<file path="src/source/iob_apb_pkg.sv">
package iob_apb_pkg;

   // Bus widths shared by IOb and APB
   localparam int ADDR_W = 8;
   localparam int DATA_W = 32;
   localparam int BYTE_W = 8;
   localparam int STRB_W = DATA_W / BYTE_W;

   // Register bank geometry
   localparam int REG_NUM   = 16;
   localparam int REG_IDX_W = 4;
   localparam int IDX_LSB   = 2;  // Word index starts above the byte offset

   // Wait-state counter, wide enough for any practical latency
   localparam int WAIT_CNT_W = 32;

   typedef logic [ADDR_W-1:0]     addr_t;
   typedef logic [DATA_W-1:0]     data_t;
   typedef logic [STRB_W-1:0]     strb_t;  // All zero means read
   typedef logic [REG_IDX_W-1:0]  reg_idx_t;
   typedef logic [WAIT_CNT_W-1:0] wait_cnt_t;

   // Bridge controller states
   typedef enum logic [1:0] {
      WAIT_VALID = 2'd0,  // Idle, waiting for an IOb request
      WAIT_READY = 2'd1,  // APB transfer in flight
      READ_DONE  = 2'd2   // One idle cycle after a read
   } bridge_state_t;

endpackage
</file>
<file path="src/source/apb_bus_if.sv">
`timescale 1ns/1ps

interface apb_bus_if;
   import iob_apb_pkg::*;

   addr_t addr;
   logic  sel;
   logic  enable;
   logic  write;
   strb_t wstrb;
   data_t wdata;
   logic  ready;  // One cycle per transfer
   data_t rdata;  // Valid together with ready

   modport master (
      output addr,
      output sel,
      output enable,
      output write,
      output wstrb,
      output wdata,
      input  ready,
      input  rdata
   );

   modport slave (
      input  addr,
      input  sel,
      input  enable,
      input  write,
      input  wstrb,
      input  wdata,
      output ready,
      output rdata
   );

endinterface

</file>
<file path="src/source/iob_bus_if.sv">
`timescale 1ns/1ps

interface iob_bus_if;
   import iob_apb_pkg::*;

   // Request side
   logic  valid;
   addr_t addr;
   data_t wdata;
   strb_t wstrb;   // Nonzero marks a write
   logic  rready;  // Requester can take read data

   // Response side
   logic  ready;
   logic  rvalid;
   data_t rdata;

   modport master (
      output valid,
      output addr,
      output wdata,
      output wstrb,
      output rready,
      input  ready,
      input  rvalid,
      input  rdata
   );

   modport slave (
      input  valid,
      input  addr,
      input  wdata,
      input  wstrb,
      input  rready,
      output ready,
      output rvalid,
      output rdata
   );

endinterface

</file>
<file path="src/source/iob_apb_subsys.sv">
`timescale 1ns/1ps

module iob_apb_subsys (
   input  logic               clk_i,
   input  logic               rst_i,

   // CPU side IOb port
   input  logic               iob_valid_i,
   input  iob_apb_pkg::addr_t iob_addr_i,
   input  iob_apb_pkg::data_t iob_wdata_i,
   input  iob_apb_pkg::strb_t iob_wstrb_i,
   input  logic               iob_rready_i,
   output logic               iob_ready_o,
   output logic               iob_rvalid_o,
   output iob_apb_pkg::data_t iob_rdata_o
);

   iob_bus_if iob_bus ();
   apb_bus_if apb_bus ();

   // Requester side of the IOb group
   assign iob_bus.valid  = iob_valid_i;
   assign iob_bus.addr   = iob_addr_i;
   assign iob_bus.wdata  = iob_wdata_i;
   assign iob_bus.wstrb  = iob_wstrb_i;
   assign iob_bus.rready = iob_rready_i;

   // Responses back out to the CPU
   assign iob_ready_o  = iob_bus.ready;
   assign iob_rvalid_o = iob_bus.rvalid;
   assign iob_rdata_o  = iob_bus.rdata;

   iob_iob2apb bridge_i (
      .clk_i (clk_i),
      .rst_i (rst_i),
      .iob   (iob_bus.slave),
      .apb   (apb_bus.master)
   );

   // Single APB slave, no decoder needed
   apb_reg_bank #(
      .WAIT_STATES (2)
   ) reg_bank_i (
      .clk_i (clk_i),
      .rst_i (rst_i),
      .apb   (apb_bus.slave)
   );

endmodule

</file>
<file path="src/source/apb_reg_bank.sv">
`timescale 1ns/1ps

module apb_reg_bank #(
   parameter int unsigned WAIT_STATES = 2  // Cycles before ready
) (
   input logic      clk_i,
   input logic      rst_i,
   apb_bus_if.slave apb
);
   import iob_apb_pkg::*;

   data_t     regs [REG_NUM];
   wait_cnt_t wait_cnt;
   logic      access;     // Slave selected and enabled
   logic      last_wait;
   logic      xfer_done;
   reg_idx_t  idx;

   assign access    = apb.sel & apb.enable;
   assign last_wait = (wait_cnt == WAIT_CNT_W'(WAIT_STATES));
   assign xfer_done = access & last_wait;

   // Upper address bits and byte offset are ignored
   assign idx = apb.addr[IDX_LSB +: REG_IDX_W];

   // Counts enable cycles of the current transfer
   always_ff @(posedge clk_i) begin
      if (rst_i) begin
         wait_cnt <= '0;
      end else if (!access) begin
         wait_cnt <= '0;
      end else if (last_wait) begin
         wait_cnt <= '0;  // Ready for a back-to-back transfer
      end else begin
         wait_cnt <= wait_cnt + WAIT_CNT_W'(1);
      end
   end

   assign apb.ready = xfer_done;

   // Byte-lane writes in the ready cycle
   always_ff @(posedge clk_i) begin
      if (rst_i) begin
         for (int i = 0; i < REG_NUM; i++) begin
            regs[i] <= '0;
         end
      end else if (xfer_done && apb.write) begin
         for (int b = 0; b < STRB_W; b++) begin
            if (apb.wstrb[b]) begin
               regs[idx][b*BYTE_W +: BYTE_W] <= apb.wdata[b*BYTE_W +: BYTE_W];
            end
         end
      end
   end

   // Read data only during the ready cycle of a read
   always_comb begin
      apb.rdata = '0;
      if (xfer_done && !apb.write) begin
         apb.rdata = regs[idx];
      end
   end

endmodule

</file>
<file path="src/source/iob_iob2apb.sv">
`timescale 1ns/1ps

module iob_iob2apb (
   input logic       clk_i,
   input logic       rst_i,
   iob_bus_if.slave  iob,
   apb_bus_if.master apb
);
   import iob_apb_pkg::*;

   bridge_state_t state;
   bridge_state_t state_nxt;
   logic          apb_strobe;  // Shared sel and enable
   logic          is_write;
   logic          rvalid_nxt;
   data_t         rdata_q;
   logic          rvalid_q;

   assign is_write = |iob.wstrb;

   // Request fields go straight through to APB
   assign apb.addr   = iob.addr;
   assign apb.wdata  = iob.wdata;
   assign apb.wstrb  = iob.wstrb;
   assign apb.write  = is_write;

   // Strobe rises with valid when idle and holds through the transfer
   assign apb_strobe = (state == WAIT_READY) || (state == WAIT_VALID && iob.valid);

   // Select and enable move together without a setup phase
   assign apb.sel    = apb_strobe;
   assign apb.enable = apb_strobe;

   // Completion is reported in the same cycle as APB ready
   assign iob.ready  = apb.ready;

   always_ff @(posedge clk_i) begin
      if (rst_i) begin
         state <= WAIT_VALID;
      end else begin
         state <= state_nxt;
      end
   end

   always_comb begin
      state_nxt = state;

      case (state)
         WAIT_VALID: begin
            if (iob.valid) begin
               // A zero-wait slave may answer right away
               if (apb.ready) begin
                  state_nxt = is_write ? WAIT_VALID : READ_DONE;
               end else begin
                  state_nxt = WAIT_READY;
               end
            end
         end

         WAIT_READY: begin
            if (apb.ready) begin
               // Writes skip the read idle cycle
               state_nxt = is_write ? WAIT_VALID : READ_DONE;
            end
         end

         READ_DONE: begin
            state_nxt = WAIT_VALID;  // Enable stays low here
         end

         default: begin
            state_nxt = WAIT_VALID;
         end
      endcase
   end

   // Only reads produce a response beat
   assign rvalid_nxt = apb.ready & ~is_write;

   // Read response held while the requester stalls
   always_ff @(posedge clk_i) begin
      if (rst_i) begin
         rdata_q  <= '0;
         rvalid_q <= 1'b0;
      end else if (iob.rready) begin
         rdata_q  <= apb.rdata;
         rvalid_q <= rvalid_nxt;
      end
   end

   assign iob.rdata  = rdata_q;
   assign iob.rvalid = rvalid_q;

endmodule

</file>
<file path="config.mk">
export PLATFORM = sky130hd
export DESIGN_NAME = iob_apb_subsys
export DESIGN_NICKNAME = d
export VERILOG_FILES = /design/src/source/iob_apb_pkg.sv /design/src/source/apb_bus_if.sv /design/src/source/iob_bus_if.sv /design/src/source/iob_apb_subsys.sv /design/src/source/apb_reg_bank.sv /design/src/source/iob_iob2apb.sv
export SDC_FILE = /design/constraint.sdc
export NUM_CORES = 1
export LEC_CHECK = 0
export BUFFER_PORTS_ARGS = -buffer_cell sky130_fd_sc_hd__buf_4
export CORE_MARGIN = 4
export CORE_UTILIZATION = 45
export CTS_CLUSTER_SIZE = 20
export DETAILED_ROUTE_END_ITERATION = 8
export GPL_ROUTABILITY_DRIVEN = 0
export GPL_TIMING_DRIVEN = 0
export PLACE_DENSITY = 0.58
export SLEW_MARGIN = 15
export SYNTH_ARGS = -nofsm -noshare
export SYNTH_HDL_FRONTEND = slang
export SYNTH_SLANG_ARGS = --single-unit
export TNS_END_PERCENT = 1
</file>
<file path="constraint.sdc">
create_clock -name clk_i -period 4.4 [get_ports clk_i]
set_input_delay 1.32 -clock clk_i [delete_from_list [all_inputs] [get_ports clk_i]]
set_output_delay 1.32 -clock clk_i [all_outputs]
set_load 0.05 [all_outputs]
</file>
Yosys cells after proc, flatten, opt, wreduce, memory -nomap -nowiden

Memories as Yosys holds them, arrays and structs flattened.
Index checks and enable logic that the tools add are counted.

Bits in registers: 67
Bits in writable memories: 512
Bits of input ports: 48
Memories: 1

Memories:

| memory          | words | bits a word | read ports | clocked after Yosys merged registers in | write ports | RTL line           | text |
|---|---|---|---|---|---|---|---|
| reg_bank_i.regs | 16    | 32          | 1          | 0                                       | 16          | apb_reg_bank.sv:12 | `data_t regs [REG_NUM];` |

$add $sub $neg: 1
Equal/unequal tests: 4
Muxes and demuxes: 27
Bitwise operators: 4
Reductions and logical operators: 10

Operators by type and width:

| kind                                                                    | number |
|---|---|
| 32-bit 2-to-1 mux                                                       | 2 |
| 32-bit by 1-bit adder with 32-bit output (second input constant)        | 1 |
| 32-bit by 2-bit equality test with 1-bit output (second input constant) | 1 |
| 32-bit OR reduction                                                     | 1 |
| 1-bit 2-to-1 mux                                                        | 18 |
| 2-bit 2-to-1 mux                                                        | 4 |
| 4-bit 2-to-1 mux                                                        | 2 |
| 2-bit one-hot mux with 2 select lines                                   | 1 |
| 4-bit OR reduction                                                      | 1 |
| 1-bit logical AND                                                       | 3 |
| 3-bit OR reduction                                                      | 1 |
| 1-bit bitwise AND                                                       | 2 |
| 2-bit by 1-bit equality test with 1-bit output (second input constant)  | 1 |
| 2-bit logical NOT                                                       | 1 |
| 2-bit by 1-bit != test with 1-bit output (second input constant)        | 1 |
| 2-bit != test (second input constant)                                   | 1 |
| 1-bit NOT                                                               | 2 |
| 2-bit AND reduction                                                     | 1 |
| 1-bit logical NOT                                                       | 1 |
| 1-bit logical OR                                                        | 1 |

Longest topological paths before layout

Depth after elaboration: 10
Depth in mapped cells: 9

Hierarchy

From an unflattened synthesis, not the netlist that was laid out.

Cells, all modules: 1913
Area, all modules: 25979.9 µm²

Modules (own cells, without submodules):

| module       | instances | cells an instance | area each (µm²) | seq. area each (µm²) |
|---|---|---|---|---|
| apb_reg_bank | 1         | 1752              | 24390.9         | 16015.4 |
| iob_iob2apb  | 1         | 161               | 1589.0          | 700.7 |

Worst setup path after synthesis

No wires, ideal clock.

Kind: input -> output
Start: input iob_valid_i
End: output iob_ready_o
Arrival time: 2.078 ns
Required time: 3.080 ns
Path slack: 1.002 ns
Stages: 2
Cell sequence: o21bai_1 nor2_1

Word-level cells in the longest chain between the ends: 3

RTL lines:

| element           | RTL line             | text |
|---|---|---|
| start, declared   | iob_apb_subsys.sv:8  | `input logic iob_valid_i,` |
| 1-bit logical AND | iob_iob2apb.sv:28    | `assign apb_strobe = (state == WAIT_READY) \|\| (state == WAIT_VALID && iob.valid);` |
| 1-bit logical OR  | iob_iob2apb.sv:28    |  |
| 1-bit bitwise AND | apb_reg_bank.sv:21   | `assign xfer_done = access & last_wait;` |
| end, declared     | iob_apb_subsys.sv:13 | `output logic iob_ready_o,` |

No other way between the ends.

==> results.py <==
metrics = {
    "placed_design": {
        "port_buffers": 75,
        "pre_cts_slack_ns": -0.359,
        "place_area_um2": 28700,
        "dp_hpwl_mm": 71.9,
    },
    "yosys": {
        "async_flop_share_pct": 0,
        "synth_largest_area_cell": "edfxtp_1",
        "synthTopCellsByArea": "edfxtp_1 57%, nor3_1 7.7%, mux2i_1 7.1%",
        "ys_ff_latch": 579,
        "synth.top_cell.area_share_pct": 56.6,
        "syn-cell-area_um2": 27200,
        "syn_avg_cell_area_um2": 12.6,
        "yosysUniqueCellTypes": 44,
        "synthFlopType": "edfxtp_1",
        "synth_warnings": 0,
        "synth.most_common_cell": "edfxtp_1",
        "yosysSeqAreaShare_pct": 61.5,
        "synth_edf_count": 512,
        "synth_common_cells": "512 x edfxtp_1, 419 x nor3_1, 193 x mux2i_1, 172 x clkbuf_1, 100 x nor3_2",
        "postSynthCellCount": 2154,
        "synth_fp_nets": 2204,
    },
    "critical_path": {
        "r2r_cells": 6,
        "critPathTopFamily": "buffers and inverters",
        "path_cells": "buf_4, nor4_1, nor3_1, nand3_1, clkbuf_1, buf_1, nor3_1",
        "crit_path_frequent_cell": "nor3_1",
        "required_ns": 4.72,
        "arrival_ns": 4.68,
        "rr_startpoint": "reg_bank_i.wait_cnt[19]$_SDFF_PP0_",
        "regToRegSetupSlack_ns": 0.21,
        "critPathMaxFanout": 10,
        "critPathCaptureType": "flip-flop",
        "cpPeakStageDelay_ns": 0.86,
        "critical_path_class": "input pin to flip-flop",
        "critPathSlowestCell": "clkbuf_1",
        "r2r_end": "reg_bank_i.regs[10][19]$_SDFFCE_PN0P_",
        "path_depth": 7,
        "cp-start-kind": "input pin",
        "path_buf_inv": 3,
    },
    "timing": {
        "layout_setup_ws_ns": 0.0346,
        "finalCriticalPeriod_ns": 4.37,
        "post-route-period-util_pct": 99.2,
        "setup_viol": 0,
        "fin_tns_setup_ns": 0,
        "fin_skew_ns": 0.0215,
        "holdWs_ns": 0.451,
        "finalHoldViolCount": 0,
        "slew_viol_final": 0,
        "worst_pin_slew_ns": 1.44,
        "relSlewSlack_pct": 3.57,
        "max_freq_mhz": 229,
        "rsz0062_at_grt": "no",
    },
    "die": {
        "dieArea_um2": 64400,
        "start_util_pct": 45.8,
        "std_cell_rows": 89,
        "die_h_um": 254,
        "core-area_um2": 59400,
        "ioPinCount": 82,
        "die_w_um": 254,
    },
    "pwr": {
        "power.switching_mw": 3.17,
        "ir_drop_v": 0.000271,
        "combPwrFrac_pct": 8.4,
        "switching_share_pct": 24.5,
        "p_int_mw": 9.78,
        "clockPowerShare_pct": 43.9,
        "p_per_area_nw_per_um2": 419,
        "power.leakage_nw": 10.5,
        "p_seq_share_pct": 47.7,
    },
    "route": {
        "finalWirelength_mm": 98.3,
        "drt_iter0_markers": 2571,
        "vias_per_cell": 6.64,
        "drc": 0,
        "first_pass_iters": 7,
        "antenna_left": 0,
        "wl_per_cell_um": 31.5,
        "via_count": 20727,
    },
    "clock_tree": {
        "cts-hold-fix-buffers": 0,
        "cts_sinks": 579,
        "cts_resized": 0,
        "numCtsBuffers": 66,
        "ctsHtreeMaxLevel": 3,
        "cts_buffer_depth": 3,
        "root_buffer": "clkbuf_16",
        "cts_tree": "built",
        "clock_latency_ns": 0.61,
        "clkTransAtPathRegs_ns": 0.06,
        "cts_setup_buffers": 0,
    },
    "hold_path": {
        "hold_path_class": "flip-flop to flip-flop",
        "hold_start": "bridge_i.iob.rvalid$_SDFFE_PP0P_",
        "hold_end": "bridge_i.iob.rvalid$_SDFFE_PP0P_",
        "hold_depth": 2,
    },
    "layout": {
        "final_nets": 2347,
        "fillers": 5187,
        "drive_gt1_share_pct": 16.4,
        "synthToLayoutAreaGrowth_pct": 13.7,
        "fin_area_um2": 30900,
    },
    "grt": {
        "grt_remaining_overflow": 0,
        "grt_max_degree": 14,
        "grt_pass1_vias": 20106,
        "grt_pass1_wl_mm": 140,
        "antenna_found_initial": 2,
        "grtUsageTotal_pct": 30.0,
    },
    "outcome": {
        "status": "completed",
    },
    "run": {
        "max_cap_violations": 0,
    },
}
worst min-delay path: stages, from the launching register on:
cell     delay (ns)
dfxtp_1        0.31
nand2_1        0.05
nand2_1        0.04
cells by family (layout without fill, tap and decap cells):
family / count (synthesis) / in the layout / synth area share [%]
adders and majority gates: 2 / 2 / 0.0921
buffers and inverters: 258 / 452 / 4.09
and+or+nand+nor: 720 / 720 / 15.4
AOI/OAI and AO/OA: 326 / 326 / 8.72
DFF: 579 / 579 / 61.5
other: 0 / 2 / 0
muxes: 257 / 257 / 9.76
xor gates and xnor gates: 12 / 12 / 0.387
per-stage QoR:
step	utilization [%]	total power, mW	cells
floorplan	-	6.87	2154
global route	52.1	13.2	3122
finish	52.1	12.9	3123
detailed placement	48.3	7.34	3002
global placement	48.3	7.32	3002
CTS	52.0	12.9	3121
state kept, by name, summed over array words and instances, names as in the netlist:
| register | flops |
|---|---|
| bridge_i.iob.rdata | 32 |
| reg_bank_i.wait_cnt | 32 |
| reg_bank_i.regs | 512 |
| bridge_i.state | 2 |
| bridge_i.iob.rvalid | 1 |
cells in the final DEF (no fill, tap or decap), types with 13 or more instances in the layout:
cell / n
a21o_1: 64
a21oi_1: 50
a221oi_1: 96
a22oi_1: 64
and3_1: 18
buf_1: 34
buf_2: 29
buf_4: 75
buf_6: 14
clkbuf_1: 191
clkbuf_16: 73
dfxtp_1: 67
edfxtp_1: 512
mux2_2: 64
mux2i_1: 193
nand2_1: 81
nand3_1: 13
nor2_1: 21
nor3_1: 419
nor3_2: 100
o22ai_1: 32
or3_1: 14
cell type report:
class / instances / area (um^2) / area share, %
Sequential cell: 579 / 16700 / 54.1
Multi-Input combinational cell: 1317 / 9340 / 30.2
Clock buffer: 97 / 1970 / 6.37
Buffer: 250 / 1080 / 3.50
Tap cell: 773 / 967 / 3.13
Timing Repair Buffer: 75 / 563 / 1.82
Clock inverter: 22 / 228 / 0.737
Inverter: 8 / 30.0 / 0.0972
Antenna cell: 2 / 5.00 / 0.0162
worst max path at each step:
stage,endpoint,start
after CTS,reg_bank_i.regs[8][8]$_SDFFCE_PN0P_,iob_wstrb_i[0]
after global routing,reg_bank_i.regs[9][26]$_SDFFCE_PN0P_,iob_wstrb_i[0]
after detailed placement,reg_bank_i.regs[8][8]$_SDFFCE_PN0P_,iob_wstrb_i[0]
after floorplan,iob_ready_o,iob_valid_i
after global placement,reg_bank_i.regs[8][8]$_SDFFCE_PN0P_,iob_wstrb_i[0]
final,reg_bank_i.regs[8][8]$_SDFFCE_PN0P_,iob_wstrb_i[0]
power groups by stage:
stage	clock network, mW	registers, mW	logic, mW
finish	5.68	6.17	1.09
global route	5.91	6.18	1.12
CTS	5.68	6.17	1.05
detailed placement	0	6.29	1.05
global placement	0	6.28	1.04
floorplan	0	6.27	0.603
per-layer routing:
layer	vias to the layer above	track usage, %	share of wire [%]
met1	10483	40.5	40
met5	-	0	0
met3	268	7.19	10
met2	1295	47.2	46
li1	8681	-	-
met4	0	12.1	4.1
No activity file was read; power rests on OpenSTA's default activity.
